[config.mk]
export PLATFORM = sky130hd
export DESIGN_NAME = hazard_unit
export DESIGN_NICKNAME = d
export VERILOG_FILES = /design/src/rtl/cpu_pkg.sv /design/src/rtl/hazard_unit.sv
export SDC_FILE = /design/constraint.sdc
export NUM_CORES = 1
export LEC_CHECK = 0
export BUFFER_PORTS_ARGS = -buffer_cell sky130_fd_sc_hd__buf_2
export CORE_AREA = 2 2 39 41
export DETAILED_ROUTE_END_ITERATION = 8
export DIE_AREA = 0 0 41 43
export PLACE_DENSITY = 0.4
export SYNTH_ARGS = -nofsm -noshare
export SYNTH_HDL_FRONTEND = slang
export SYNTH_SLANG_ARGS = --single-unit
[constraint.sdc]
create_clock -name vclk -period 2.05
set_clock_uncertainty 0.05 [all_clocks]
set_input_delay 0.1025 -clock vclk [all_inputs]
set_output_delay 0.1025 -clock vclk [all_outputs]
set_load 0.02 [all_outputs]
[src/rtl/cpu_pkg.sv]
package cpu_pkg;

    localparam int XLEN       = 32;
    localparam int REG_ADDR_W = 5;
    localparam int IMEM_AW    = 8;
    localparam int DMEM_AW    = 8;

    // ADDI x0,x0,0
    localparam logic [XLEN-1:0] NOP_WORD = 32'h0000_0013;

    // Major opcodes of the supported subset
    localparam logic [6:0] OP_LUI    = 7'b0110111;
    localparam logic [6:0] OP_JAL    = 7'b1101111;
    localparam logic [6:0] OP_JALR   = 7'b1100111;
    localparam logic [6:0] OP_BRANCH = 7'b1100011;
    localparam logic [6:0] OP_LOAD   = 7'b0000011;
    localparam logic [6:0] OP_STORE  = 7'b0100011;
    localparam logic [6:0] OP_IMM    = 7'b0010011;
    localparam logic [6:0] OP_REG    = 7'b0110011;

    typedef enum logic [3:0] {
        ALU_ADD, ALU_SUB, ALU_AND, ALU_OR, ALU_XOR, ALU_SLT, ALU_PASS_B
    } alu_op_e;

    typedef enum logic [2:0] {
        BR_NONE, BR_BEQ, BR_BNE, BR_BLT, BR_JAL, BR_JALR
    } br_kind_e;

    typedef struct packed {
        alu_op_e  alu_op;
        logic     use_imm;
        logic     use_pc;   // operand A is the PC, for the link value
        br_kind_e br_kind;
    } ex_ctrl_t;

    typedef struct packed {
        logic is_load;
        logic is_store;
    } mem_ctrl_t;

    typedef struct packed {
        logic                  we;
        logic [REG_ADDR_W-1:0] rd;
    } wb_ctrl_t;

    typedef struct packed {
        logic            valid;
        logic [XLEN-1:0] pc;
        logic [XLEN-1:0] instr;
    } pipe_d_t;

    typedef struct packed {
        logic                  valid;
        logic [XLEN-1:0]       pc;
        logic [REG_ADDR_W-1:0] rs1_idx;
        logic [REG_ADDR_W-1:0] rs2_idx;
        logic [XLEN-1:0]       rs1_val;
        logic [XLEN-1:0]       rs2_val;
        logic [XLEN-1:0]       imm;
        ex_ctrl_t              ex_ctrl;
        mem_ctrl_t             mem_ctrl;
        wb_ctrl_t              wb_ctrl;
    } pipe_a_t;

    typedef struct packed {
        logic            valid;
        logic [XLEN-1:0] pc;
        logic [XLEN-1:0] alu_result;
        logic [XLEN-1:0] store_data;
        mem_ctrl_t       mem_ctrl;
        wb_ctrl_t        wb_ctrl;
    } pipe_m_t;

    typedef struct packed {
        logic            valid;
        logic [XLEN-1:0] pc;
        logic [XLEN-1:0] result;
        logic            is_store;
        logic [XLEN-1:0] store_addr;
        logic [XLEN-1:0] store_data;
        wb_ctrl_t        wb_ctrl;
    } pipe_w_t;

    typedef struct packed {
        logic                  valid;
        logic [XLEN-1:0]       pc;
        logic                  we;
        logic [REG_ADDR_W-1:0] rd;
        logic [XLEN-1:0]       value;
    } retire_t;

    typedef struct packed {
        logic            valid;
        logic [XLEN-1:0] addr;
        logic [XLEN-1:0] data;
    } store_t;

    localparam pipe_d_t FLUSH_D = '{valid: 1'b0, pc: '0, instr: NOP_WORD};
    localparam pipe_a_t FLUSH_A = '0;
    localparam pipe_m_t FLUSH_M = '0;
    localparam pipe_w_t FLUSH_W = '0;

endpackage

[src/rtl/hazard_unit.sv]
`timescale 1ns/1ps

module hazard_unit
    import cpu_pkg::*;
(
    input  logic                  i_a_valid,
    input  logic                  i_a_is_load,
    input  logic [REG_ADDR_W-1:0] i_a_rd,
    input  logic                  i_d_valid,
    input  logic [REG_ADDR_W-1:0] i_d_rs1,
    input  logic [REG_ADDR_W-1:0] i_d_rs2,
    input  logic                  i_d_illegal,
    input  logic                  i_redirect,
    output logic                  o_enable_f,
    output logic                  o_enable_d,
    output logic                  o_flush_d,
    output logic                  o_flush_a
);

    logic load_use;

    // Load data only exists after M, so the consumer waits one cycle
    assign load_use = i_a_valid && i_a_is_load && (i_a_rd != '0) &&
                      i_d_valid && !i_d_illegal &&
                      ((i_a_rd == i_d_rs1) || (i_a_rd == i_d_rs2));

    assign o_enable_f = !load_use || i_redirect;
    assign o_enable_d = !load_use && !i_redirect;
    assign o_flush_d  = i_redirect;
    assign o_flush_a  = i_redirect || load_use || (i_d_valid && i_d_illegal);

endmodule

==> out/qor.yml <==
antenna_found_initial: 0
drt-total-wl_um: 522
dieArea_um2: 1763
crit_type: "in2out"
initial_core_util: 0.1266
synthToLayoutAreaGrowth_pct: 75.71
core_um2: 1384
p_leak_nw: 0.1341
drt_iter0_markers: 2
dpl_cell_area_um2: 307.8
report.final.hold_viol_count: 0
yosysWarnings: 0
cp.required_ns: 1.90
grt_pass1_vias: 215
routedWlPerCell_um: 8.419
stdcell_area_um2: 307.8
clock.fmax_mhz: 861.1
finalCritPeriodShare: 0.5665
arrival_ns: 1.01
viasPerCell: 3.758
final_cell_mix: "24 x buf_2, 10 x xnor2_1, 2 x nand2_1, 2 x a21oi_1"
tightest_slew_ns: 0.2236
grt_max_degree: 5
grt_pass1_wl_um: 772
hold_depth: 2
die_y_um: 43
ys_types: 12
clock_buffers: 0
gp_congestion: 0.6619
power.density_nw_per_um2: 209.1
layout_commonest_cell: "buf_2"
numPortBuffers: 24
period_needed_ns: 1.161
yosysSeqAreaShare: 0
synth_compound_area_frac: 0.1857
nNetsFinal: 68
cts_resized: 0
num_rows: 14
cts_setup_buffers: 0
grtUsageTotal: 0.05794
finalMaxSlewViolations: 0
synth_nets: 43
register_area_um2: 0
hold_buffers: 0
fp.dieW_um: 41
antenna_left: 0
seq_cells: 0
status: "finished, final reports clean"
tns_ns: 0
start_kind: "input pin"
synthAdderAreaFrac: 0
utilization: 0.2224
drt_first_pass_iters: 4
peakVddDrop_uv: 52.62
synth_top_family_by_area: "XOR/XNOR gates"
critPathCaptureType: "primary output"
pin_count: 24
vias: 233
synthMuxAreaShare: 0
slew_headroom: 0.8509
drc: 0
cap_violations: 0
setup_violations: 0
crit_path_max_fanout: 3
synthCells: 23
netlist_area_um2: 175.2
syn_avg_cell_area_um2: 7.616
fillers: 166
gr-total-overflow: 0
multi_input_area_um2: 167.7
num_antenna_cells: 0
layout-drive-gt1-share: 0.5652
rsz0062_at_grt: "no"
yosys.area_share.simple: 0.2714
synthXorXnorAreaFrac: 0.5000
worstHoldPathType: "in2out"
-- Yosys cell counts, drive strengths merged --
| master | instances | area share |
|---|---|---|
| nand3b | 1 | 0.043 |
| a221o | 1 | 0.057 |
| xnor2 | 10 | 0.50 |
| buf | 1 | 0.043 |
| nor3 | 1 | 0.029 |
| nor2 | 1 | 0.021 |
| nand4b | 1 | 0.050 |
| nand2 | 2 | 0.043 |
| nand3 | 2 | 0.086 |
| a21oi | 2 | 0.057 |
| o22ai | 1 | 0.071 |
-- path summary, 6_finish.rpt --
kind / end / start / slack, ns
worst min-delay path: o_flush_d / i_redirect / 0.42
worst max-delay path: o_flush_a / i_a_rd[4] / 0.89
-- power breakdown --
group	leakage (nW)	total (W)	internal [W]	switching, W
clock network	0	0	0	0
registers	0	0	0	0
logic	0.134	0.0000644	0.0000348	0.0000295
total	0.134	0.0000644	0.0000348	0.0000295
-- cell type report --
type / count / share of cell area
Timing Repair Buffer: 24 / 0.3902
Tap cell: 16 / 0.06504
Multi-Input combinational cell: 22 / 0.5447
-- per-layer routing --
metal,GRT usage,wire length [um],up-vias,share of wire
met3,0.005236,82,0,0.16
met1,0.07911,208,91,0.40
li1,-,-,127,-
met2,0.1000,230,15,0.44
met4,0,0,0,0
met5,0,0,-,0
-- worst max-delay path: stages --
cell     delay (ns)
buf_2          0.12
xnor2_1        0.15
nand3_1        0.10
o22ai_2        0.21
a221o_1        0.16
buf_2          0.16
-- per-stage QoR --
step | cells | setup slack [ns] | hold slack (ns) | total power (W)
2_1_floorplan | 23 | 1.106 | 0.2319 | 0.00003533
3_3_place_gp | 62 | 0.8534 | 0.4172 | 0.00006585
3_5_place_dp | 62 | 0.8762 | 0.4144 | 0.00006536
4_1_cts | 62 | 0.8756 | 0.4155 | 0.00006574
5_1_grt | 62 | 0.8097 | 0.4246 | 0.00007097
6_report | 62 | 0.8887 | 0.4153 | 0.00006435
-- kinds of logic after synthesis --
family          count (synthesis)
compound gates                  4
xor+xnor                       10
buf+inv                         1
simple gates                    8
(Power assumes the default switching activity.)
