## config.mk

```make
export PLATFORM = sky130hd
export DESIGN_NAME = reg_bank
export DESIGN_NICKNAME = d
export VERILOG_FILES = /design/src/rtl/cpu_pkg.sv /design/src/rtl/reg_bank.sv
export SDC_FILE = /design/constraint.sdc
export NUM_CORES = 2
export LEC_CHECK = 0
export BUFFER_PORTS_ARGS = -buffer_cell sky130_fd_sc_hd__buf_2
export CAP_MARGIN = 10
export CORE_UTILIZATION = 50
export CTS_CLUSTER_SIZE = 40
export DETAILED_ROUTE_END_ITERATION = 8
export PLACE_DENSITY = 0.68
export SYNTH_ARGS = -nofsm -noshare
export SYNTH_HDL_FRONTEND = slang
export SYNTH_SLANG_ARGS = --single-unit
```

## constraint.sdc

```tcl
create_clock -name clk -period 2.2 [get_ports clk]
set_input_delay 0.33 -clock clk [delete_from_list [all_inputs] [get_ports clk]]
set_output_delay 0.33 -clock clk [all_outputs]
set_load 0.005 [all_outputs]
```

## src/rtl/cpu_pkg.sv

```systemverilog
package cpu_pkg;

    localparam int XLEN       = 32;
    localparam int REG_ADDR_W = 5;
    localparam int IMEM_AW    = 8;
    localparam int DMEM_AW    = 8;

    // ADDI x0,x0,0
    localparam logic [XLEN-1:0] NOP_WORD = 32'h0000_0013;

    // Major opcodes of the supported subset
    localparam logic [6:0] OP_LUI    = 7'b0110111;
    localparam logic [6:0] OP_JAL    = 7'b1101111;
    localparam logic [6:0] OP_JALR   = 7'b1100111;
    localparam logic [6:0] OP_BRANCH = 7'b1100011;
    localparam logic [6:0] OP_LOAD   = 7'b0000011;
    localparam logic [6:0] OP_STORE  = 7'b0100011;
    localparam logic [6:0] OP_IMM    = 7'b0010011;
    localparam logic [6:0] OP_REG    = 7'b0110011;

    typedef enum logic [3:0] {
        ALU_ADD, ALU_SUB, ALU_AND, ALU_OR, ALU_XOR, ALU_SLT, ALU_PASS_B
    } alu_op_e;

    typedef enum logic [2:0] {
        BR_NONE, BR_BEQ, BR_BNE, BR_BLT, BR_JAL, BR_JALR
    } br_kind_e;

    typedef struct packed {
        alu_op_e  alu_op;
        logic     use_imm;
        logic     use_pc;   // operand A is the PC, for the link value
        br_kind_e br_kind;
    } ex_ctrl_t;

    typedef struct packed {
        logic is_load;
        logic is_store;
    } mem_ctrl_t;

    typedef struct packed {
        logic                  we;
        logic [REG_ADDR_W-1:0] rd;
    } wb_ctrl_t;

    typedef struct packed {
        logic            valid;
        logic [XLEN-1:0] pc;
        logic [XLEN-1:0] instr;
    } pipe_d_t;

    typedef struct packed {
        logic                  valid;
        logic [XLEN-1:0]       pc;
        logic [REG_ADDR_W-1:0] rs1_idx;
        logic [REG_ADDR_W-1:0] rs2_idx;
        logic [XLEN-1:0]       rs1_val;
        logic [XLEN-1:0]       rs2_val;
        logic [XLEN-1:0]       imm;
        ex_ctrl_t              ex_ctrl;
        mem_ctrl_t             mem_ctrl;
        wb_ctrl_t              wb_ctrl;
    } pipe_a_t;

    typedef struct packed {
        logic            valid;
        logic [XLEN-1:0] pc;
        logic [XLEN-1:0] alu_result;
        logic [XLEN-1:0] store_data;
        mem_ctrl_t       mem_ctrl;
        wb_ctrl_t        wb_ctrl;
    } pipe_m_t;

    typedef struct packed {
        logic            valid;
        logic [XLEN-1:0] pc;
        logic [XLEN-1:0] result;
        logic            is_store;
        logic [XLEN-1:0] store_addr;
        logic [XLEN-1:0] store_data;
        wb_ctrl_t        wb_ctrl;
    } pipe_w_t;

    typedef struct packed {
        logic                  valid;
        logic [XLEN-1:0]       pc;
        logic                  we;
        logic [REG_ADDR_W-1:0] rd;
        logic [XLEN-1:0]       value;
    } retire_t;

    typedef struct packed {
        logic            valid;
        logic [XLEN-1:0] addr;
        logic [XLEN-1:0] data;
    } store_t;

    localparam pipe_d_t FLUSH_D = '{valid: 1'b0, pc: '0, instr: NOP_WORD};
    localparam pipe_a_t FLUSH_A = '0;
    localparam pipe_m_t FLUSH_M = '0;
    localparam pipe_w_t FLUSH_W = '0;

endpackage

```

## src/rtl/reg_bank.sv

```systemverilog
`timescale 1ns/1ps

module reg_bank
    import cpu_pkg::*;
(
    input  logic                  clk,
    input  logic                  i_reset,
    input  logic                  i_we,
    input  logic [REG_ADDR_W-1:0] i_waddr,
    input  logic [XLEN-1:0]       i_wdata,
    input  logic [REG_ADDR_W-1:0] i_raddr_a,
    input  logic [REG_ADDR_W-1:0] i_raddr_b,
    output logic [XLEN-1:0]       o_rdata_a,
    output logic [XLEN-1:0]       o_rdata_b
);

    logic [XLEN-1:0] regs [2**REG_ADDR_W];

    always_ff @(posedge clk) begin
        if (i_reset) begin
            regs <= '{default: '0};
        end else if (i_we && (i_waddr != '0)) begin
            regs[i_waddr] <= i_wdata;
        end
    end

    // Same-cycle write is visible to decode
    assign o_rdata_a = (i_raddr_a == '0) ? '0 :
                       (i_we && (i_waddr == i_raddr_a)) ? i_wdata : regs[i_raddr_a];
    assign o_rdata_b = (i_raddr_b == '0) ? '0 :
                       (i_we && (i_waddr == i_raddr_b)) ? i_wdata : regs[i_raddr_b];

endmodule

```

==> reports/metrics.cfg <==
[cells_and_area]
top_register=regs
largest_reg_flops=1024
drive_gt1_share_pct=26.5
area_growth_pct=23.8
reg.largest.list=regs (1024)
layout_common_cells=nand2_1 (2097), a21oi_1 (1019), dfxtp_1 (859), buf_4 (494), mux2i_1 (434)
final_common_cell=nand2_1
nets=6565

[cts]
cts.clk_slew.worst_paths_ns=0.06
clk_path_buf_depth=3
insertion_delay_ns=0.71
cts_tree=yes
cts_max_level=3
cts_buffers=109
cts.sinks=1024
cts_root_buf=clkbuf_16

[synth]
syn-num-nets=6305
ys_ff_latch=1024
synth-seq-area-share_pct=38.7
async_flop_share_pct=0
synthCells=6255
ys_warn_count=0
synth_area_leaders=dfxtp_1 (39%), nand2_1 (15%), mux4_2 (14%), a21oi_1 (9.7%), mux2i_1 (8.5%)
synth.distinct_cells=60
synth_flop_cell=dfxtp_1
yosysTopAreaCell=dfxtp_1
syn_avg_cell_area_um2=8.48
synth_area_um2=53000
synth-edff-count=0
yosysTopAreaCellShare_pct=38.7

[detailed_routing]
dr.pass1.iters=8
routedWlPerCell_um=30.0
postRouteAntennaNets=0
drtIter0Drc=8616
wirelength_mm=240
drt_drc_violations_left=0
vias_per_cell=6.76
vias=54100

[sta]
maxSlewViolCount=0
setup_tns_ns=-30.76
post-route-period-util_pct=137
rsz0062_at_grt=true
worst_pin_slew_ns=0.656
fmax_mhz=333
holdWs_ns=0.0276
slew_headroom_pct=56.1
worst_slack_ns=-0.804
layout_min_cycle_time_ns=3.00
skew_ns=0
hold_viol_final=0
setup_viol=64

[outcome]
violations=setup timing
status=complete, but fails checks

[setup_path]
crit_arrival_ns=2.67
crit_path_start=regs[323]
worstPathRequired_ns=1.87
critPathCapture=o_rdata_b[3]
endpoint_kind=output port
crit_path_start_kind=flop
r2r-end=regs[408]
cp_max_fo=3
r2r_cells=4
rrSetupSlack_ns=1.40
r2r-start=regs[408]
worst-setup-path-type=reg2out

[floorplan]
row_count=119
die_w_um=328
start_util_pct=50.4
fp.dieH_um=328
ioPinCount=114
dieArea_um2=107000
core_area_um2=105000

[place]
io_buffers=113
place_congestion=1.01
post-place-ws_ns=-0.885
hpwl_mm=152

[power_and_ir_drop]
p_leak_nw=23.3
power_density_nw_per_um2=665
peakVddDrop_uv=613

[grt]
globalRouteOverflowTotal=0
grt_pass1_vias=50500
grt_start_max_net_pins=128
antenna_found_initial=15
track_usage_pct=43.2
grt_pass1_wl_mm=341

[worst_hold_path]
hp-class=in2reg

[run]
cap_violations=0

cell usage after synthesis, types with 32 or more instances:
| cell type | n |
|---|---|
| nor2_1 | 59 |
| nor2b_1 | 42 |
| mux4_2 | 323 |
| a22o_1 | 48 |
| a211oi_1 | 36 |
| a32o_1 | 34 |
| mux2i_1 | 450 |
| clkbuf_1 | 440 |
| o21ai_0 | 59 |
| dfxtp_1 | 1024 |
| buf_2 | 150 |
| o22ai_1 | 43 |
| o221ai_1 | 32 |
| a21oi_1 | 1025 |
| nand2_1 | 2136 |
report_power, final:
group          switching, mW  leakage (nW)  internal, mW
Combinational           3.16          13.1          1.98
Sequential             0.106          8.34          18.7
Clock                   8.20          1.89          11.6
Total                   11.5          23.3          32.2
through the flow:
step           std cells  util, %  power [mW]  instance area (µm²)
6_report            8001     62.4        43.7                65700
5_1_grt             7999     62.4        44.4                65700
4_1_cts             7980     61.8        43.2                65100
3_5_place_dp        7734     56.8        23.8                59800
3_3_place_gp        7734     56.8        23.8                59800
2_1_floorplan       6255        -        21.6                53100
layout make-up:
type	instances	area, µm²
Clock inverter	44	539
Fill cell	8427	39600
Multi-Input combinational cell	4557	30900
Tap cell	1391	1740
Antenna cell	3	7.51
Inverter	2	7.51
Timing Repair Buffer	821	8530
Sequential cell	1024	20700
Clock buffer	159	3270
worst min-delay path by stage:
stage           startpoint  cells past startpoint         to
2_1_floorplan    regs[105]                      2  regs[105]
3_3_place_gp     regs[927]                      2  regs[927]
3_5_place_dp     regs[981]                      2  regs[981]
4_1_cts        i_wdata[31]                      3  regs[447]
5_1_grt        i_wdata[26]                      3  regs[122]
6_report       i_wdata[31]                      3  regs[447]
metal layers:
layer | wire [µm] | track usage (%)
met4 | 21900 | 32.6
met2 | 96600 | 60.3
met5 | 264 | 0.133
met3 | 39600 | 16.3
met1 | 81800 | 54.0
worst max-delay path, cell delays in order (launching register included):
cell	delay [ns]
dfxtp_2	0.34
mux4_2	0.44
mux2i_1	0.14
buf_4	0.15
a2111oi_2	0.07
a311oi_2	0.40
buf_4	0.23
a21oi_2	0.06
buf_2	0.14
cell families after synthesis:
logic type      Yosys count  share of synthesized area, %
buf+inv                 674                          5.93
simple gates           2330                          17.2
xor+xnor                 10                         0.165
flops                  1024                          38.7
mux                     773                          22.2
compound gates         1444                          15.9
timing repair:
item | CTS | global route
pin swaps | 140 | 62
endpoints found under the hold margin | 66 | 0
buffers inserted | 44 | 18
gates cloned | 2 | 2
hold buffers | 13 | 0
endpoints found under the setup margin | 64 | 64
resized for setup | 341 | 113
(Power assumes the default switching activity.)
