--- config.mk ---
export PLATFORM = sky130hd
export DESIGN_NAME = decoder
export DESIGN_NICKNAME = d
export VERILOG_FILES = /design/src/rtl/cpu_pkg.sv /design/src/rtl/decoder.sv
export SDC_FILE = /design/constraint.sdc
export NUM_CORES = 1
export LEC_CHECK = 0
export ABC_AREA = 1
export BUFFER_PORTS_ARGS = -buffer_cell sky130_fd_sc_hd__buf_2
export CAP_MARGIN = 20
export CORE_MARGIN = 2
export CORE_UTILIZATION = 42
export DETAILED_ROUTE_END_ITERATION = 6
export GPL_ROUTABILITY_DRIVEN = 1
export PLACE_DENSITY = 0.9
export SYNTH_ARGS = -nofsm -noshare
export SYNTH_HDL_FRONTEND = slang
export SYNTH_SLANG_ARGS = --single-unit
export TNS_END_PERCENT = 10
--- constraint.sdc ---
create_clock -name vclk -period 5
set_clock_uncertainty 0.2 [all_clocks]
set_input_delay 1 -clock vclk [all_inputs]
set_output_delay 1 -clock vclk [all_outputs]
set_load 0.02 [all_outputs]
--- src/rtl/cpu_pkg.sv ---
package cpu_pkg;

    localparam int XLEN       = 32;
    localparam int REG_ADDR_W = 5;
    localparam int IMEM_AW    = 8;
    localparam int DMEM_AW    = 8;

    // ADDI x0,x0,0
    localparam logic [XLEN-1:0] NOP_WORD = 32'h0000_0013;

    // Major opcodes of the supported subset
    localparam logic [6:0] OP_LUI    = 7'b0110111;
    localparam logic [6:0] OP_JAL    = 7'b1101111;
    localparam logic [6:0] OP_JALR   = 7'b1100111;
    localparam logic [6:0] OP_BRANCH = 7'b1100011;
    localparam logic [6:0] OP_LOAD   = 7'b0000011;
    localparam logic [6:0] OP_STORE  = 7'b0100011;
    localparam logic [6:0] OP_IMM    = 7'b0010011;
    localparam logic [6:0] OP_REG    = 7'b0110011;

    typedef enum logic [3:0] {
        ALU_ADD, ALU_SUB, ALU_AND, ALU_OR, ALU_XOR, ALU_SLT, ALU_PASS_B
    } alu_op_e;

    typedef enum logic [2:0] {
        BR_NONE, BR_BEQ, BR_BNE, BR_BLT, BR_JAL, BR_JALR
    } br_kind_e;

    typedef struct packed {
        alu_op_e  alu_op;
        logic     use_imm;
        logic     use_pc;   // operand A is the PC, for the link value
        br_kind_e br_kind;
    } ex_ctrl_t;

    typedef struct packed {
        logic is_load;
        logic is_store;
    } mem_ctrl_t;

    typedef struct packed {
        logic                  we;
        logic [REG_ADDR_W-1:0] rd;
    } wb_ctrl_t;

    typedef struct packed {
        logic            valid;
        logic [XLEN-1:0] pc;
        logic [XLEN-1:0] instr;
    } pipe_d_t;

    typedef struct packed {
        logic                  valid;
        logic [XLEN-1:0]       pc;
        logic [REG_ADDR_W-1:0] rs1_idx;
        logic [REG_ADDR_W-1:0] rs2_idx;
        logic [XLEN-1:0]       rs1_val;
        logic [XLEN-1:0]       rs2_val;
        logic [XLEN-1:0]       imm;
        ex_ctrl_t              ex_ctrl;
        mem_ctrl_t             mem_ctrl;
        wb_ctrl_t              wb_ctrl;
    } pipe_a_t;

    typedef struct packed {
        logic            valid;
        logic [XLEN-1:0] pc;
        logic [XLEN-1:0] alu_result;
        logic [XLEN-1:0] store_data;
        mem_ctrl_t       mem_ctrl;
        wb_ctrl_t        wb_ctrl;
    } pipe_m_t;

    typedef struct packed {
        logic            valid;
        logic [XLEN-1:0] pc;
        logic [XLEN-1:0] result;
        logic            is_store;
        logic [XLEN-1:0] store_addr;
        logic [XLEN-1:0] store_data;
        wb_ctrl_t        wb_ctrl;
    } pipe_w_t;

    typedef struct packed {
        logic                  valid;
        logic [XLEN-1:0]       pc;
        logic                  we;
        logic [REG_ADDR_W-1:0] rd;
        logic [XLEN-1:0]       value;
    } retire_t;

    typedef struct packed {
        logic            valid;
        logic [XLEN-1:0] addr;
        logic [XLEN-1:0] data;
    } store_t;

    localparam pipe_d_t FLUSH_D = '{valid: 1'b0, pc: '0, instr: NOP_WORD};
    localparam pipe_a_t FLUSH_A = '0;
    localparam pipe_m_t FLUSH_M = '0;
    localparam pipe_w_t FLUSH_W = '0;

endpackage

--- src/rtl/decoder.sv ---
`timescale 1ns/1ps

module decoder
    import cpu_pkg::*;
(
    input  logic [XLEN-1:0]       i_instr,
    output ex_ctrl_t              o_ex_ctrl,
    output mem_ctrl_t             o_mem_ctrl,
    output wb_ctrl_t              o_wb_ctrl,
    output logic [XLEN-1:0]       o_imm,
    output logic [REG_ADDR_W-1:0] o_rs1_idx,
    output logic [REG_ADDR_W-1:0] o_rs2_idx,
    output logic                  o_illegal
);

    logic [6:0]            opcode;
    logic [2:0]            funct3;
    logic [6:0]            funct7;
    logic [REG_ADDR_W-1:0] rd;
    logic [XLEN-1:0]       imm_i, imm_s, imm_b, imm_u, imm_j;
    logic                  writes_rd, uses_rs1, uses_rs2, illegal;

    assign opcode = i_instr[6:0];
    assign rd     = i_instr[11:7];
    assign funct3 = i_instr[14:12];
    assign funct7 = i_instr[31:25];

    assign imm_i = {{20{i_instr[31]}}, i_instr[31:20]};
    assign imm_s = {{20{i_instr[31]}}, i_instr[31:25], i_instr[11:7]};
    assign imm_b = {{19{i_instr[31]}}, i_instr[31], i_instr[7], i_instr[30:25],
                    i_instr[11:8], 1'b0};
    assign imm_u = {i_instr[31:12], 12'b0};
    assign imm_j = {{11{i_instr[31]}}, i_instr[31], i_instr[19:12], i_instr[20],
                    i_instr[30:21], 1'b0};

    always_comb begin
        o_ex_ctrl  = '{alu_op: ALU_ADD, use_imm: 1'b0, use_pc: 1'b0, br_kind: BR_NONE};
        o_mem_ctrl = '0;
        o_imm      = '0;
        writes_rd  = 1'b0;
        uses_rs1   = 1'b0;
        uses_rs2   = 1'b0;
        illegal    = 1'b0;
        case (opcode)
            OP_REG: begin
                writes_rd = 1'b1;
                uses_rs1  = 1'b1;
                uses_rs2  = 1'b1;
                case ({funct7, funct3})
                    {7'h00, 3'b000}: o_ex_ctrl.alu_op = ALU_ADD;
                    {7'h20, 3'b000}: o_ex_ctrl.alu_op = ALU_SUB;
                    {7'h00, 3'b100}: o_ex_ctrl.alu_op = ALU_XOR;
                    {7'h00, 3'b110}: o_ex_ctrl.alu_op = ALU_OR;
                    {7'h00, 3'b111}: o_ex_ctrl.alu_op = ALU_AND;
                    {7'h00, 3'b010}: o_ex_ctrl.alu_op = ALU_SLT;
                    default:         illegal = 1'b1;
                endcase
            end
            OP_IMM: begin
                writes_rd         = 1'b1;
                uses_rs1          = 1'b1;
                o_ex_ctrl.use_imm = 1'b1;
                o_imm             = imm_i;
                case (funct3)
                    3'b000:  o_ex_ctrl.alu_op = ALU_ADD;
                    3'b100:  o_ex_ctrl.alu_op = ALU_XOR;
                    3'b110:  o_ex_ctrl.alu_op = ALU_OR;
                    3'b111:  o_ex_ctrl.alu_op = ALU_AND;
                    3'b010:  o_ex_ctrl.alu_op = ALU_SLT;
                    default: illegal = 1'b1;
                endcase
            end
            OP_LUI: begin
                writes_rd         = 1'b1;
                o_ex_ctrl.alu_op  = ALU_PASS_B;
                o_ex_ctrl.use_imm = 1'b1;
                o_imm             = imm_u;
            end
            OP_LOAD: begin
                writes_rd          = 1'b1;
                uses_rs1           = 1'b1;
                o_ex_ctrl.use_imm  = 1'b1;
                o_mem_ctrl.is_load = 1'b1;
                o_imm              = imm_i;
                illegal            = (funct3 != 3'b010);
            end
            OP_STORE: begin
                uses_rs1            = 1'b1;
                uses_rs2            = 1'b1;
                o_ex_ctrl.use_imm   = 1'b1;
                o_mem_ctrl.is_store = 1'b1;
                o_imm               = imm_s;
                illegal             = (funct3 != 3'b010);
            end
            OP_BRANCH: begin
                uses_rs1 = 1'b1;
                uses_rs2 = 1'b1;
                o_imm    = imm_b;
                case (funct3)
                    3'b000:  o_ex_ctrl.br_kind = BR_BEQ;
                    3'b001:  o_ex_ctrl.br_kind = BR_BNE;
                    3'b100:  o_ex_ctrl.br_kind = BR_BLT;
                    default: illegal = 1'b1;
                endcase
            end
            // Jumps write PC plus 4 to rd
            OP_JAL: begin
                writes_rd         = 1'b1;
                o_ex_ctrl.use_pc  = 1'b1;
                o_ex_ctrl.br_kind = BR_JAL;
                o_imm             = imm_j;
            end
            OP_JALR: begin
                writes_rd         = 1'b1;
                uses_rs1          = 1'b1;
                o_ex_ctrl.use_pc  = 1'b1;
                o_ex_ctrl.br_kind = BR_JALR;
                o_imm             = imm_i;
                illegal           = (funct3 != 3'b000);
            end
            default: illegal = 1'b1;
        endcase

        // Nothing of an unknown word may reach state
        if (illegal) begin
            o_ex_ctrl.br_kind = BR_NONE;
            o_mem_ctrl        = '0;
            writes_rd         = 1'b0;
            uses_rs1          = 1'b0;
            uses_rs2          = 1'b0;
        end
    end

    assign o_wb_ctrl = '{we: writes_rd && (rd != '0), rd: rd};
    assign o_rs1_idx = uses_rs1 ? i_instr[19:15] : '0;
    assign o_rs2_idx = uses_rs2 ? i_instr[24:20] : '0;
    assign o_illegal = illegal;

endmodule

==> results of run 1 <==
through the flow:
stage / setup slack [ns] / utilization
floorplan: 1.58 / -
global placement: 1.17 / 0.630
detailed placement: 1.06 / 0.630
CTS: 1.05 / 0.630
global route: 0.856 / 0.630
finish: 1.01 / 0.630
how the worst max path moves through the flow:
stage          startpoint            to  slack, ns  cells past startpoint
6_report       i_instr[2]  o_rs2_idx[4]       1.01                     11
5_1_grt        i_instr[2]  o_rs2_idx[0]       0.86                     11
4_1_cts        i_instr[2]  o_rs2_idx[3]       1.05                     11
3_5_place_dp   i_instr[2]  o_rs2_idx[3]       1.06                     11
3_3_place_gp   i_instr[2]  o_rs2_idx[4]       1.17                     11
2_1_floorplan  i_instr[2]  o_ex_ctrl[0]       1.58                     10
layer usage:
metal  vias to the layer above  track usage  wire length [um]
met5                         -            0                 0
met4                         0       0.0342                25
met3                         4            0               204
met2                        55        0.367              1490
met1                       638        0.258              1260
li1                        760            -                 -
critical path, stage by stage:
cell and delay, ns:
buf_2 0.10, inv_1 0.10, nand2_1 0.08, nor2_2 0.43, nand2_1 0.25, nand2_2 0.14, nor2_1 0.06, nand3_2 0.10
nand4_2 0.20, nor2_1 0.15, buf_2 0.18
layout make-up:
type               count  area, sq um
inverters             42          158
well taps             28         35.0
multi-input cells    139          744
fillers              242          820
repair buffers        91          455
logic make-up after synthesis:
logic type             Yosys count
AO/OA/AOI/OAI                   37
buffers and inverters           51
other                            1
AND/OR/NAND/NOR                101
power by group through the flow:
| stage | Combinational (uW) | Clock, uW | Sequential [uW] |
|---|---|---|---|
| after global placement | 65.1 | 0 | 0 |
| after CTS | 66.4 | 0 | 0 |
| after global routing | 73.4 | 0 | 0 |
| final | 66.5 | 0 | 0 |
| after floorplan | 42.1 | 0 | 0 |
| after detailed placement | 66.2 | 0 | 0 |
synthesized netlist by cell type, drive strengths merged:
cell,number
a21oi,4
and2,1
buf,9
conb,1
inv,42
nand2,43
nand3,16
nand4,4
nor2,33
nor3,4
o21ai,26
o21bai,1
o221ai,2
o22ai,3
o41ai,1
==> results.cfg, run 1 <==
[status]
status = completed

[sta]
worst_pin_slew_ns = 0.593
maxClockFrequency_mhz = 251
holdWs_ns = 2.03
fin_crit_sh = 0.798
rsz0062_at_grt = no
drv_slew = 0
slew_headroom = 0.603
setup_viol = 0
period_minus_slack_ns = 3.99
fin_setup_tns_ns = 0
hold_viol = 0

[pwr]
switchingPower_uw = 43.7
seq_power_share = 0
peakVddDrop_mv = 0.0306
swShare = 0.658
comb_power_share = 1.000
power.leakage_uw = 0.00104
p_int_uw = 22.7
finalPower_uw = 66.5
powerDensity_nw_per_um2 = 47.7
clkPwrFrac = 0

[setup_path]
crit_fanout = 12
crit_type = input port to primary output
crit_path_start_kind = input port
cp.arrival_ns = 2.79
crit_path_end_kind = primary output
cp.required_ns = 3.80

[synth]
syn-num-nets = 222
yosys.area.top_type_share = 0.154
synthMuxAreaShare = 0
yosysWarnings = 0
ys_seq_area_frac = 0
syn_avg_cell_area_sq_um = 5.13
synth_compound_area_frac = 0.235
yosys-top-cells-area = inv_1 (15%), nand2_1 (13%), nor2_1 (11%), o21ai_0 (7.7%), o21ai_2 (6.3%)
synth_area_sq_um = 975
synth_top_cell_by_area = inv_1
synth_top_family_by_area = simple AND/OR/NAND/NOR gates
synth-simple-area-share = 0.525
netlist_instances = 190
ys_types = 27
synth_xor_area_frac = 0
synthAdderAreaFrac = 0

[hold_path]
hold_class = input port to primary output
hold_end = o_wb_ctrl[1]
min_path_cells = 2
hold_path_startpoint = i_instr[8]

[cts]
cts_resized = 0
cts_hold_buf = 0
cts_setup_buffers = 0

[finish]
antenna_cells = 0
seq_cell_count = 0
syn_to_final_growth_pct = 42.9
fin_area_sq_um = 1390
final_cells = 300
regArea_sq_um = 0
final.clkbuf_count = 0
nNetsFinal = 306
drive_gt1_frac = 0.445
final_common_cell = buf_2
final_cell_mix = buf_2 (91), inv_1 (40), nand2_1 (34)

[routing]
first_iter_violations = 34
drc_errors = 0
drt-pass1-iter-count = 4
wl_per_cell_um = 9.92
ant_nets = 0
num_vias = 1457
wirelength_mm = 2.98
vias_per_cell = 4.86

[floorplan]
start_util = 0.441
die_area_sq_um = 2720
die-width_um = 52.2
io_pins = 92
core.rowCount = 17
die_y_um = 52.2
core_area_sq_um = 2210

[global_routing]
grt_max_degree = 16
grt_pass1_wl_mm = 4.36
overflow = 0
grtUsageTotal = 0.197
grt_antenna_before_repair = 0
first_global_vias = 1068

[placed_design]
dpl-instance-area_sq_um = 1390
gp_congestion = 0.878
dp.cells = 300
portBuffers = 91
hpwl_mm = 2.55

[run]
cap_violations = 0
Note: power is estimated with default switching activity, not from simulation.
==> inputs of run 2 (changes only) <==
--- a/config.mk
+++ b/config.mk
@@ -9,10 +9,10 @@
 export BUFFER_PORTS_ARGS = -buffer_cell sky130_fd_sc_hd__buf_2
 export CAP_MARGIN = 20
 export CORE_MARGIN = 2
-export CORE_UTILIZATION = 42
+export CORE_UTILIZATION = 39
 export DETAILED_ROUTE_END_ITERATION = 6
 export GPL_ROUTABILITY_DRIVEN = 1
-export PLACE_DENSITY = 0.9
+export PLACE_DENSITY = 0.85
 export SYNTH_ARGS = -nofsm -noshare
 export SYNTH_HDL_FRONTEND = slang
 export SYNTH_SLANG_ARGS = --single-unit
==> constraint.sdc (replaced) <==
create_clock -name vclk -period 3.7
set_clock_uncertainty 0.2 [all_clocks]
set_input_delay 0.74 -clock vclk [all_inputs]
set_output_delay 0.74 -clock vclk [all_outputs]
set_load 0.02 [all_outputs]
==> results.cfg, run 2 (synthesis results as in run 1) <==
[status]
status = completed

[finish]
antenna_cells = 0
final_cell_mix = buf_2 (91), inv_1 (40), nand2_1 (34)
drive_gt1_frac = 0.447
final.clkbuf_count = 0
regArea_sq_um = 0
syn_to_final_growth_pct = 43.9
seq_cell_count = 0
nNetsFinal = 307
num-fill-cells = 259
final_common_cell = buf_2

[routing]
num_vias = 1453
vias_per_cell = 4.80
drc_errors = 0
wirelength_mm = 2.99
wl_per_cell_um = 9.87
drt-pass1-iter-count = 4
ant_nets = 0
first_iter_violations = 26

[pwr]
powerDensity_nw_per_um2 = 64.4
peakVddDrop_mv = 0.0427
power.leakage_uw = 0.00104

[setup_path]
crit_fanout = 9
crit_type = input port to primary output
cp.required_ns = 2.76
crit_path_start_kind = input port
cp_slowest_cell = nor2_2
crit_path_end_kind = primary output
cp.arrival_ns = 2.27
crit_chain = buf_2 > inv_1 > nand2_1 > nor2_2 > buf_4 > nand2_4 > nand2_2 > nor2_1 > nand3_2 > nand4_2 > nor2_1 > buf_2
cpPeakStageDelay_ns = 0.29

[sta]
fin_setup_tns_ns = 0
hold_viol = 0
holdWs_ns = 1.52
rsz0062_at_grt = no
worst_pin_slew_ns = 0.608
slew_headroom = 0.593
drv_slew = 0
setup_viol = 0
period_minus_slack_ns = 3.21
maxClockFrequency_mhz = 311
fin_crit_sh = 0.869

[global_routing]
overflow = 0
first_global_vias = 1107
grtUsageTotal = 0.195
grt_pass1_wl_mm = 4.46
grt_antenna_before_repair = 0
grt_max_degree = 16

[floorplan]
io_pins = 92
core_area_sq_um = 2430
die_y_um = 54.0
die_area_sq_um = 2910
start_util = 0.401
die-width_um = 54.0
core.rowCount = 18

[cts]
cts_resized = 0
cts_hold_buf = 0
cts_setup_buffers = 0

[placed_design]
gp_congestion = 0.853
portBuffers = 91
hpwl_mm = 2.55

[hold_path]
hold_class = input port to primary output

[run]
cap_violations = 0
## run 2: critical path, delay by kind of cell
| kind | cells | cell delay, ns |
|---|---|---|
| and+or+nand+nor | 8 | 0.94 |
| buffers and inverters | 4 | 0.58 |
## run 2: stage by stage
| step | cell area, sq um | worst slack [ns] | util | instances | total power (uW) |
|---|---|---|---|---|---|
| 3_3_place_gp | 1400 | 0.563 | 0.577 | 303 | 88.6 |
| 2_1_floorplan | 975 | 0.801 | - | 190 | 56.9 |
| 6_report | 1400 | 0.485 | 0.577 | 303 | 90.3 |
| 5_1_grt | 1400 | 0.317 | 0.577 | 303 | 101 |
| 4_1_cts | 1400 | 0.504 | 0.577 | 303 | 90.4 |
| 3_5_place_dp | 1400 | 0.506 | 0.577 | 303 | 90.1 |
## run 2: layout make-up
class,instances,area (sq um),share of cell area
multi-input combinational,139,744,0.531
timing repair buffer,92,463,0.330
inverter,42,158,0.112
tap,30,37.5,0.0268
## run 2: metal layers
metal,GRT usage,up-vias,wire length (um)
met5,0,-,0
met4,0,0,0
met3,0,0,188
met2,0.368,53,1520
met1,0.261,639,1280
li1,-,761,-
## run 2: final timing paths
path                   start            to  slack, ns  depth (start not counted)
setup / recovery  i_instr[2]  o_rs2_idx[4]       0.49                         12
hold / removal    i_instr[8]  o_wb_ctrl[1]       1.52                          2
## run 2: report_power, final
part | internal, uW | switching [uW]
Combinational | 31.1 | 59.3
Sequential | 0 | 0
Clock | 0 | 0
Total | 31.1 | 59.3
