### src/rtl/cpu_pkg.sv
package cpu_pkg;

    localparam int XLEN       = 32;
    localparam int REG_ADDR_W = 5;
    localparam int IMEM_AW    = 8;
    localparam int DMEM_AW    = 8;

    // ADDI x0,x0,0
    localparam logic [XLEN-1:0] NOP_WORD = 32'h0000_0013;

    // Major opcodes of the supported subset
    localparam logic [6:0] OP_LUI    = 7'b0110111;
    localparam logic [6:0] OP_JAL    = 7'b1101111;
    localparam logic [6:0] OP_JALR   = 7'b1100111;
    localparam logic [6:0] OP_BRANCH = 7'b1100011;
    localparam logic [6:0] OP_LOAD   = 7'b0000011;
    localparam logic [6:0] OP_STORE  = 7'b0100011;
    localparam logic [6:0] OP_IMM    = 7'b0010011;
    localparam logic [6:0] OP_REG    = 7'b0110011;

    typedef enum logic [3:0] {
        ALU_ADD, ALU_SUB, ALU_AND, ALU_OR, ALU_XOR, ALU_SLT, ALU_PASS_B
    } alu_op_e;

    typedef enum logic [2:0] {
        BR_NONE, BR_BEQ, BR_BNE, BR_BLT, BR_JAL, BR_JALR
    } br_kind_e;

    typedef struct packed {
        alu_op_e  alu_op;
        logic     use_imm;
        logic     use_pc;   // operand A is the PC, for the link value
        br_kind_e br_kind;
    } ex_ctrl_t;

    typedef struct packed {
        logic is_load;
        logic is_store;
    } mem_ctrl_t;

    typedef struct packed {
        logic                  we;
        logic [REG_ADDR_W-1:0] rd;
    } wb_ctrl_t;

    typedef struct packed {
        logic            valid;
        logic [XLEN-1:0] pc;
        logic [XLEN-1:0] instr;
    } pipe_d_t;

    typedef struct packed {
        logic                  valid;
        logic [XLEN-1:0]       pc;
        logic [REG_ADDR_W-1:0] rs1_idx;
        logic [REG_ADDR_W-1:0] rs2_idx;
        logic [XLEN-1:0]       rs1_val;
        logic [XLEN-1:0]       rs2_val;
        logic [XLEN-1:0]       imm;
        ex_ctrl_t              ex_ctrl;
        mem_ctrl_t             mem_ctrl;
        wb_ctrl_t              wb_ctrl;
    } pipe_a_t;

    typedef struct packed {
        logic            valid;
        logic [XLEN-1:0] pc;
        logic [XLEN-1:0] alu_result;
        logic [XLEN-1:0] store_data;
        mem_ctrl_t       mem_ctrl;
        wb_ctrl_t        wb_ctrl;
    } pipe_m_t;

    typedef struct packed {
        logic            valid;
        logic [XLEN-1:0] pc;
        logic [XLEN-1:0] result;
        logic            is_store;
        logic [XLEN-1:0] store_addr;
        logic [XLEN-1:0] store_data;
        wb_ctrl_t        wb_ctrl;
    } pipe_w_t;

    typedef struct packed {
        logic                  valid;
        logic [XLEN-1:0]       pc;
        logic                  we;
        logic [REG_ADDR_W-1:0] rd;
        logic [XLEN-1:0]       value;
    } retire_t;

    typedef struct packed {
        logic            valid;
        logic [XLEN-1:0] addr;
        logic [XLEN-1:0] data;
    } store_t;

    localparam pipe_d_t FLUSH_D = '{valid: 1'b0, pc: '0, instr: NOP_WORD};
    localparam pipe_a_t FLUSH_A = '0;
    localparam pipe_m_t FLUSH_M = '0;
    localparam pipe_w_t FLUSH_W = '0;

endpackage

### src/rtl/alu.sv
`timescale 1ns/1ps

module alu
    import cpu_pkg::*;
(
    input  alu_op_e         i_op,
    input  logic [XLEN-1:0] i_a,
    input  logic [XLEN-1:0] i_b,
    input  logic [XLEN-1:0] i_rs1,
    input  logic [XLEN-1:0] i_rs2,
    input  br_kind_e        i_br_kind,
    output logic [XLEN-1:0] o_result,
    output logic            o_taken
);

    always_comb begin
        case (i_op)
            ALU_SUB:    o_result = i_a - i_b;
            ALU_AND:    o_result = i_a & i_b;
            ALU_OR:     o_result = i_a | i_b;
            ALU_XOR:    o_result = i_a ^ i_b;
            ALU_SLT:    o_result = {{(XLEN-1){1'b0}}, $signed(i_a) < $signed(i_b)};
            ALU_PASS_B: o_result = i_b;
            default:    o_result = i_a + i_b;
        endcase
    end

    // Branch compare works on the register values
    always_comb begin
        case (i_br_kind)
            BR_BEQ:          o_taken = (i_rs1 == i_rs2);
            BR_BNE:          o_taken = (i_rs1 != i_rs2);
            BR_BLT:          o_taken = ($signed(i_rs1) < $signed(i_rs2));
            BR_JAL, BR_JALR: o_taken = 1'b1;
            default:         o_taken = 1'b0;
        endcase
    end

endmodule

### config.mk
export PLATFORM = sky130hd
export DESIGN_NAME = alu
export DESIGN_NICKNAME = d
export VERILOG_FILES = /design/src/rtl/cpu_pkg.sv /design/src/rtl/alu.sv
export SDC_FILE = /design/constraint.sdc
export NUM_CORES = 1
export LEC_CHECK = 0
export BUFFER_PORTS_ARGS = -buffer_cell sky130_fd_sc_hd__buf_4
export CAP_MARGIN = 20
export CORE_ASPECT_RATIO = 1.5
export CORE_MARGIN = 1.5
export CORE_UTILIZATION = 40
export DETAILED_ROUTE_END_ITERATION = 12
export SYNTH_ARGS = -nofsm -noshare
export SYNTH_HDL_FRONTEND = slang
export SYNTH_SLANG_ARGS = --single-unit
### constraint.sdc
create_clock -name vclk -period 4.7
set_clock_uncertainty 0.2 [all_clocks]
set_input_delay 0.94 -clock vclk [all_inputs]
set_output_delay 0.94 -clock vclk [all_outputs]
set_load 0.005 [all_outputs]
==> flow_metrics.env, run 1 <==
export IMPL_run_status="finished with violations"
export IMPL_violations_in_the_final_reports="negative setup slack"
export IMPL_grt_start_max_net_pins=33
export IMPL_port_buffer_count=168
export IMPL_antenna_diode_count=0
export IMPL_critPathKind="in2out"
export IMPL_arrival_time_worst_endpoint_ps=3720
export IMPL_rd_place_congestion=0.9561
export IMPL_hold_depth=3
export IMPL_floorplan_io_pins=168
export IMPL_maxClockFrequency_mhz=205.8
export IMPL_drive_above_1_share_pct=35.91
export IMPL_vias=7590
export IMPL_numnets_final=1406
export IMPL_drt_total_wl_mm=22.08
export IMPL_cellPowerDensity_nw_per_um2=122.0
export IMPL_postPlaceCellArea_um2=8137
export IMPL_grt_first_pass_wirelength_mm=33.85
export IMPL_syn_instance_count=879
export IMPL_cp_max_fo=4
export IMPL_ant_nets=0
export IMPL_dr_iter_0_viols=386
export IMPL_hold_path_class="in2out"
export IMPL_grt_antenna_before_repair=0
export IMPL_timing_final_ws_setup_ps=-158.2
export IMPL_synth_top_cell_area_share_pct=27.22
export IMPL_fin_crit_ps=4858
export IMPL_global_routing_usage_summed_across_all_routing_layers_pct=27.03
export IMPL_placed_cells_incl_taps=1317
export IMPL_synth_seq_area_share_pct=0
export IMPL_share_seq_of_total_power_pct=0
export IMPL_route_detailed_vias_per_inst=5.685
export IMPL_fp_dieArea_um2=15460
export IMPL_worst_hold_startpoint="i_br_kind[1]"
export IMPL_max_cap_viol_count=0
export IMPL_syn_cell_area_um2=5883
export IMPL_slew_headroom_pct=48.94
export IMPL_critPathRequiredTime_ps=3560
export IMPL_p_switching_w=0.0005313
export IMPL_type_of_element_launching_the_critical_path="input port"
export IMPL_power_static_leakage_nw=4.425
export IMPL_core_area_um2=14460
export IMPL_slowest_stage="sky130_fd_sc_hd__a2111o_1"
export IMPL_post_layout_total_power_w=0.001074
export IMPL_route_detailed_wl_per_inst_um=16.54
export IMPL_syn2layout_area_growth_pct=49.60
export IMPL_route_detailed_drc=0
export IMPL_worstHoldEndpoint="o_taken"
export IMPL_critical_path_buffers_and_inverters=4
export IMPL_share_clk_of_total_power_pct=0
export IMPL_yosys_cell_count_top_type="sky130_fd_sc_hd__ha_1"
export IMPL_detailedPlacementHpwl_mm=17.59
export IMPL_finish_cell_count_without_fillers=1335
export IMPL_post_synth_main_area_contributors="sky130_fd_sc_hd__ha_1, sky130_fd_sc_hd__inv_1, sky130_fd_sc_hd__a21oi_1, sky130_fd_sc_hd__nor2_1, sky130_fd_sc_hd__o21ai_0"
export IMPL_synth_largest_area_cell="sky130_fd_sc_hd__ha_1"
export IMPL_timing_hold_violations_final=0
export IMPL_combinationalPowerShare_pct=100.0
export IMPL_synth_net_count=1144
export IMPL_die_h_um=151.5
export IMPL_register_area_um2=0
export IMPL_endpoint_kind="output pin"
export IMPL_global_route_overflow_total=0
export IMPL_fp_dieW_um=102.0
export IMPL_ys_types=75
export IMPL_cp_top_family="compound AO/OA/AOI/OAI gates"
export IMPL_final_util_pct=60.87
export IMPL_drt_first_pass_iters=5
export IMPL_vdd_ir_drop_worst_mv=0.06371
export IMPL_layout_worst_path_cycle_share_pct=103.4
export IMPL_clkbuf_count=0
export IMPL_rsz0062_at_grt="yes"
export IMPL_timing_critical_path_cells="buf_8 -> ha_4 -> inv_2 -> fa_2 -> nor2b_2 -> o31a_1 -> o21a_1 -> a2111o_1 -> a31o_1 -> a21oi_4 -> o211ai_1 -> o211ai_2 -> buf_4 -> o221ai_2 -> a21o_1 -> buf_6"
export IMPL_design_seq_count=0
export IMPL_rows=54
export IMPL_final_setup_viol_count=10
export IMPL_ys_warn_count=0
export IMPL_transition_time_at_the_pin_with_the_least_slew_margin_ps=765.9
export IMPL_synth_commonest_cells="sky130_fd_sc_hd__ha_1, sky130_fd_sc_hd__inv_1, sky130_fd_sc_hd__nor2_1"
export IMPL_initial_core_util_pct=40.69
export IMPL_internal_power_w=0.0005427
export IMPL_number_of_global_route_vias_before_repair=7228
export IMPL_switching_share_pct=49.47
export IMPL_design_area_um2=8801
export IMPL_cp_slowest_stage_delay_ps=420
export IMPL_postSynthAreaPerCell_um2=6.693
export IMPL_post_place_ws_ps=-287.1
export IMPL_count_of_pins_over_their_slew_limit=0
export IMPL_cts_hold_buffers=0
==> placed cells by master (no fill, tap or decap), types with 7 or more instances in the layout <==
cell type	synthesis	final
sky130_fd_sc_hd__nand4_1	13	13
sky130_fd_sc_hd__ha_4	0	10
sky130_fd_sc_hd__a31oi_1	12	9
sky130_fd_sc_hd__nand3_1	20	20
sky130_fd_sc_hd__a221oi_1	21	20
sky130_fd_sc_hd__a21o_1	30	30
sky130_fd_sc_hd__a221o_1	7	7
sky130_fd_sc_hd__nor2b_1	12	11
sky130_fd_sc_hd__nor2_1	96	94
sky130_fd_sc_hd__buf_6	3	15
sky130_fd_sc_hd__inv_1	115	101
sky130_fd_sc_hd__buf_4	0	289
sky130_fd_sc_hd__inv_2	1	8
sky130_fd_sc_hd__nor3_1	21	18
sky130_fd_sc_hd__o22ai_1	11	10
sky130_fd_sc_hd__o21a_1	12	12
sky130_fd_sc_hd__nand2b_1	15	14
sky130_fd_sc_hd__a22oi_1	14	14
sky130_fd_sc_hd__a21oi_2	5	8
sky130_fd_sc_hd__a21oi_1	73	68
sky130_fd_sc_hd__o221ai_1	9	8
sky130_fd_sc_hd__nand2_1	37	36
sky130_fd_sc_hd__o21bai_1	10	8
sky130_fd_sc_hd__o21ai_0	49	43
sky130_fd_sc_hd__ha_1	128	112
sky130_fd_sc_hd__o211ai_1	21	21
==> cell type report <==
class                      count  area [um2]
multi-input combinational    713        5654
fill                        1453        5658
inverter                     116       455.4
timing repair buffer         310        2446
tap                          196       245.2
==> power groups by stage <==
stage,Clock [W],Sequential [W],Combinational [W]
finish,0,0,0.00107
global route,0,0,0.00117
CTS,0,0,0.00101
detailed placement,0,0,0.000958
global placement,0,0,0.000956
floorplan,0,0,0.000517
==> tightest hold or removal path: cells and delay by family <==
kind | cells | cell delay [ps]
buffers and inverters | 2 | 210
AOI/OAI and AO/OA | 1 | 60
==> metal layers <==
metal	global-route usage, %	vias to the layer above	part of all wire, %
li1	-	3730	-
met1	29.65	3565	39
met2	54.93	255	55
met3	1.514	40	4.0
met4	6.233	0	2.1
met5	0	-	0
==> metrics by stage <==
stage | hold WS [ps] | setup TNS (ps)
2_1_floorplan | 1733 | 0
3_3_place_gp | 1946 | -2532
3_5_place_dp | 1953 | -2838
4_1_cts | 1955 | -668.3
5_1_grt | 1962 | -1923
6_report | 1954 | -808.2
==> worst max path at each step <==
stage / from / endpoint / depth (start not counted)
floorplan: i_a[7] / o_result[30] / 13
global placement: i_a[11] / o_result[29] / 15
detailed placement: i_a[11] / o_result[31] / 15
CTS: i_b[10] / o_result[0] / 14
global route: i_a[9] / o_result[29] / 15
finish: i_b[0] / o_result[30] / 16
==> cells by family after synthesis <==
group	share of synthesized area, %
adders and majority gates	27.90
xor gates and xnor gates	0.1489
and+or+nand+nor	20.37
buffers and inverters	11.08
AOI/OAI and AO/OA	40.15
muxes	0.3403
==> what timing repair did <==
item | CTS | global route
resized for setup | 66 | 57
setup endpoints to repair | 18 | 20
gates cloned | 1 | 0
setup buffers | 8 | 9
pin swaps | 26 | 43
Power figures use the tool's default switching activity.
==> run 2, diff against run 1 <==
- BUFFER_PORTS_ARGS: -buffer_cell sky130_fd_sc_hd__buf_4 -> -buffer_cell sky130_fd_sc_hd__buf_2
==> flow_metrics.env, run 2 (synthesis results as in run 1) <==
export IMPL_arrival_time_worst_endpoint_ps=3670
export IMPL_hold_path_class="in2out"
export IMPL_maxClockFrequency_mhz=208.1
export IMPL_detailedPlacementHpwl_mm=17.23
export IMPL_mostFrequentLayoutCell="sky130_fd_sc_hd__buf_2"
export IMPL_transition_time_at_the_pin_with_the_least_slew_margin_ps=683.1
export IMPL_critPathKind="in2out"
export IMPL_rows=54
export IMPL_route_detailed_vias_per_inst=5.594
export IMPL_route_detailed_wl_per_inst_um=16.01
export IMPL_dr_iter_0_viols=365
export IMPL_design_seq_count=0
export IMPL_layout_filler_cell_count=1470
export IMPL_port_buffer_count=168
export IMPL_share_clk_of_total_power_pct=0
export IMPL_hold_depth=3
export IMPL_drive_above_1_share_pct=37.58
export IMPL_worstHoldEndpoint="o_taken"
export IMPL_vias=7558
export IMPL_fp_dieArea_um2=15460
export IMPL_numnets_final=1422
export IMPL_finish_cell_count_without_fillers=1351
export IMPL_slowest_stage="sky130_fd_sc_hd__a2111o_1"
export IMPL_timing_final_ws_setup_ps=-105.1
export IMPL_post_place_ws_ps=-287.4
export IMPL_endpoint_kind="output pin"
export IMPL_violations_in_the_final_reports="negative setup slack"
export IMPL_drt_total_wl_mm=21.64
export IMPL_drt_first_pass_iters=5
export IMPL_ant_nets=0
export IMPL_cts_hold_buffers=0
export IMPL_type_of_element_launching_the_critical_path="input port"
export IMPL_core_area_um2=14460
export IMPL_cp_max_fo=4
export IMPL_initial_core_util_pct=40.69
export IMPL_power_static_leakage_nw=4.366
export IMPL_number_of_global_route_vias_before_repair=7275
export IMPL_rsz0062_at_grt="yes"
export IMPL_worst_hold_startpoint="i_br_kind[1]"
export IMPL_route_detailed_drc=0
export IMPL_internal_power_w=0.0005016
export IMPL_p_switching_w=0.0005315
export IMPL_placed_cells_incl_taps=1332
export IMPL_timing_hold_violations_final=0
export IMPL_critPathRequiredTime_ps=3560
export IMPL_syn2layout_area_growth_pct=46.81
export IMPL_slew_headroom_pct=53.98
export IMPL_post_layout_total_power_w=0.001033
export IMPL_share_seq_of_total_power_pct=0
export IMPL_final_setup_viol_count=9
export IMPL_grt_start_max_net_pins=33
export IMPL_run_status="finished with violations"
export IMPL_fp_dieW_um=102.0
export IMPL_die_h_um=151.5
export IMPL_register_area_um2=0
export IMPL_grt_first_pass_wirelength_mm=33.40
export IMPL_grt_antenna_before_repair=0
export IMPL_switching_share_pct=51.45
export IMPL_global_routing_usage_summed_across_all_routing_layers_pct=26.30
export IMPL_cp_slowest_stage_delay_ps=470
export IMPL_clkbuf_count=0
export IMPL_combinationalPowerShare_pct=100.0
export IMPL_cellPowerDensity_nw_per_um2=119.6
export IMPL_postPlaceCellArea_um2=7829
export IMPL_most_used_cells_in_the_layout_excluding_fill_and_tap_cells="sky130_fd_sc_hd__buf_2, sky130_fd_sc_hd__buf_4, sky130_fd_sc_hd__ha_1"
export IMPL_fin_crit_ps=4805
export IMPL_design_area_um2=8637
export IMPL_multi_input_comb_area_um2=5763
export IMPL_vdd_ir_drop_worst_mv=0.06751
export IMPL_rd_place_congestion=0.9499
export IMPL_worst_hold_slack_ps=1942
export IMPL_antenna_diode_count=0
export IMPL_timing_critical_path_cells="buf_8 -> ha_4 -> inv_2 -> fa_2 -> nor2b_4 -> o31a_1 -> o21a_1 -> a2111o_1 -> a31o_1 -> a21oi_4 -> o211ai_1 -> o211ai_2 -> o221ai_2 -> a21o_1 -> buf_2"
export IMPL_max_cap_viol_count=0
export IMPL_global_route_overflow_total=0
export IMPL_count_of_pins_over_their_slew_limit=0
export IMPL_floorplan_io_pins=168
export IMPL_layout_worst_path_cycle_share_pct=102.2
[run 2: cell count changes in the layout (fill, tap and decap cells not counted), sizes merged]
cell,change
clkbuf,+1
buf,+15
[run 2: area by class of cell]
type	instances	area share [%]
multi-input combinational	713	66.72
timing repair buffer	326	25.22
inverter	116	5.215
tap	196	2.839
[run 2: critical path, delay by kind of cell]
| kind | cells | cell delay, ps |
|---|---|---|
| AOI/OAI and AO/OA | 9 | 2020 |
| adders and majority gates | 2 | 390 |
| buffers and inverters | 3 | 270 |
| and+or+nand+nor | 1 | 50 |
[run 2: what timing repair did]
| action | in CTS | in global routing |
|---|---|---|
| pin swaps | 29 | 46 |
| buffers inserted | 4 | 14 |
| cloned | 0 | 1 |
| endpoints found under the setup margin | 18 | 19 |
| gates resized for setup | 59 | 84 |
[run 2: worst max-delay path by stage]
| stage | to | from | slack, ps | cells past startpoint |
|---|---|---|---|---|
| floorplan | o_result[30] | i_a[7] | 230 | 13 |
| global placement | o_result[31] | i_a[11] | -270 | 15 |
| global route | o_result[31] | i_a[11] | -210 | 13 |
| detailed placement | o_result[31] | i_b[11] | -290 | 15 |
| CTS | o_result[0] | i_a[12] | -170 | 14 |
| finish | o_result[30] | i_b[0] | -110 | 15 |
[run 2: per-stage QoR]
step	utilization (%)	TNS (ps)
floorplan	-	0
global placement	54.14	-2141
detailed placement	54.14	-2589
CTS	56.40	-431.4
global route	59.74	-2090
finish	59.74	-679.9
[run 2: per-layer routing]
metal	routed length (um)	GRT usage, %	up-vias
met1	8335	28.87	3501
met2	11700	53.48	256
met5	0	0	-
met3	1032	1.101	45
li1	-	-	3756
met4	569	6.507	0
[run 2: power groups by stage]
stage,Combinational (W),Sequential (W),Clock [W]
finish,0.00103,0,0
global route,0.00113,0,0
CTS,0.000951,0,0
detailed placement,0.000900,0,0
global placement,0.000895,0,0
floorplan,0.000517,0,0
==> run 3, diff against run 2 <==
- BUFFER_PORTS_ARGS: -buffer_cell sky130_fd_sc_hd__buf_2 -> -buffer_cell sky130_fd_sc_hd__buf_4
- GPL_ROUTABILITY_DRIVEN: unset -> 0
==> flow_metrics.env, run 3 (synthesis results as in run 1) <==
export IMPL_run_status="finished with violations"
export IMPL_violations_in_the_final_reports="negative setup slack"
export IMPL_timing_critical_path_from="i_b[11]"
export IMPL_cp_max_fo=3
export IMPL_type_of_element_launching_the_critical_path="input port"
export IMPL_hold_path_class="in2out"
export IMPL_ant_nets=0
export IMPL_vdd_ir_drop_worst_mv=0.07179
export IMPL_endpoint_kind="output pin"
export IMPL_final_setup_viol_count=7
export IMPL_rows=54
export IMPL_drive_above_1_share_pct=36.11
export IMPL_antenna_diode_count=0
export IMPL_layout_filler_cell_count=1446
export IMPL_design_seq_count=0
export IMPL_mostFrequentLayoutCell="sky130_fd_sc_hd__buf_4"
export IMPL_worstHoldEndpoint="o_taken"
export IMPL_post_layout_total_power_w=0.001081
export IMPL_floorplan_io_pins=168
export IMPL_numnets_final=1408
export IMPL_count_of_pins_over_their_slew_limit=0
export IMPL_vias=7573
export IMPL_syn2layout_area_growth_pct=50.51
export IMPL_route_detailed_vias_per_inst=5.664
export IMPL_critPathRequiredTime_ps=3560
export IMPL_fp_dieW_um=102.0
export IMPL_clkbuf_count=0
export IMPL_number_of_global_route_vias_before_repair=7303
export IMPL_dr_iter_0_viols=316
export IMPL_max_cap_viol_count=0
export IMPL_die_h_um=151.5
export IMPL_fp_dieArea_um2=15460
export IMPL_drt_total_wl_mm=22.05
export IMPL_route_detailed_wl_per_inst_um=16.49
export IMPL_transition_time_at_the_pin_with_the_least_slew_margin_ps=892.3
export IMPL_route_detailed_drc=0
export IMPL_detailedPlacementHpwl_mm=17.42
export IMPL_most_used_cells_in_the_layout_excluding_fill_and_tap_cells="sky130_fd_sc_hd__buf_4, sky130_fd_sc_hd__ha_1, sky130_fd_sc_hd__inv_1"
export IMPL_fin_crit_ps=4840
export IMPL_grt_first_pass_wirelength_mm=33.71
export IMPL_timing_final_ws_setup_ps=-139.5
export IMPL_grt_start_max_net_pins=33
export IMPL_cellPowerDensity_nw_per_um2=122.1
export IMPL_timing_hold_violations_final=0
export IMPL_global_routing_usage_summed_across_all_routing_layers_pct=26.75
export IMPL_register_area_um2=0
export IMPL_slew_headroom_pct=40.51
export IMPL_layout_worst_path_cycle_share_pct=103.0
export IMPL_core_area_um2=14460
export IMPL_port_buffer_count=168
export IMPL_maxClockFrequency_mhz=206.6
export IMPL_grt_antenna_before_repair=0
export IMPL_power_static_leakage_nw=4.440
export IMPL_hold_depth=3
export IMPL_drt_first_pass_iters=7
export IMPL_rsz0062_at_grt="yes"
export IMPL_arrival_time_worst_endpoint_ps=3700
export IMPL_critPathKind="in2out"
export IMPL_post_place_ws_ps=-292.2
export IMPL_global_route_overflow_total=0
export IMPL_worst_hold_startpoint="i_br_kind[1]"
export IMPL_initial_core_util_pct=40.69
export IMPL_final_util_pct=61.24
export IMPL_tns_ps=-507.4
==> run 3: cell count changes in the layout (fill, tap and decap cells not counted), moves of 3 or more <==
cell                     change
sky130_fd_sc_hd__buf_2     -154
sky130_fd_sc_hd__buf_4     +140
sky130_fd_sc_hd__buf_6       -4
sky130_fd_sc_hd__ha_1        +3
sky130_fd_sc_hd__ha_4        -4
sky130_fd_sc_hd__nor3_2      -3
==> run 3: through the flow <==
step	hold slack [ps]	cells	area [um2]
finish	1948	1337	8855
detailed placement	1952	1318	8169
CTS	1953	1327	8532
global route	1963	1337	8855
global placement	1946	1318	8169
floorplan	1733	879	5883
==> run 3: how the worst max path moves through the flow <==
stage,endpoint,slack [ps],cells past startpoint
floorplan,o_result[30],230,13
global placement,o_result[0],-280,14
detailed placement,o_result[0],-290,14
CTS,o_result[0],-210,14
global route,o_result[31],-240,15
finish,o_result[0],-140,14
==> run 3: final cells by class <==
cell class	instances	area [um2]	share of cell area [%]
multi-input combinational	713	5668	64.01
timing repair buffer	312	2484	28.05
inverter	116	457.9	5.172
tap	196	245.2	2.770
==> run 3: power by group <==
part           switching [W]  leakage [nW]  internal [W]
Clock                      0             0             0
Sequential                 0             0             0
Combinational       0.000533          4.44      0.000548
Total               0.000533          4.44      0.000548
==> run 3: timing repair <==
action | CTS | global route
endpoints found under the setup margin | 18 | 19
gates cloned | 0 | 1
hold buffers | 0 | 0
gates resized for setup | 69 | 59
pin swaps | 33 | 56
buffers inserted | 9 | 10
==> run 3: routing by layer <==
metal	share of wire [%]	wire, um	GRT usage [%]	up-vias
li1	-	-	-	3725
met1	38	8391	28.22	3534
met2	54	12000	55.66	264
met3	4.9	1074	1.284	50
met4	2.7	589	6.575	0
met5	0	0	0	-
==> run 3: worst max-delay path, cell delays in order <==
cell and delay [ps]:
sky130_fd_sc_hd__buf_8 100, sky130_fd_sc_hd__inv_6 50, sky130_fd_sc_hd__ha_4 210, sky130_fd_sc_hd__or4_4 510
sky130_fd_sc_hd__or3_4 370, sky130_fd_sc_hd__a211oi_2 170, sky130_fd_sc_hd__a21oi_2 100, sky130_fd_sc_hd__a21oi_2 140
sky130_fd_sc_hd__nor3b_2 70, sky130_fd_sc_hd__nor4b_2 300, sky130_fd_sc_hd__o22a_2 260, sky130_fd_sc_hd__a2111oi_4 80
sky130_fd_sc_hd__a211o_1 260, sky130_fd_sc_hd__buf_6 120
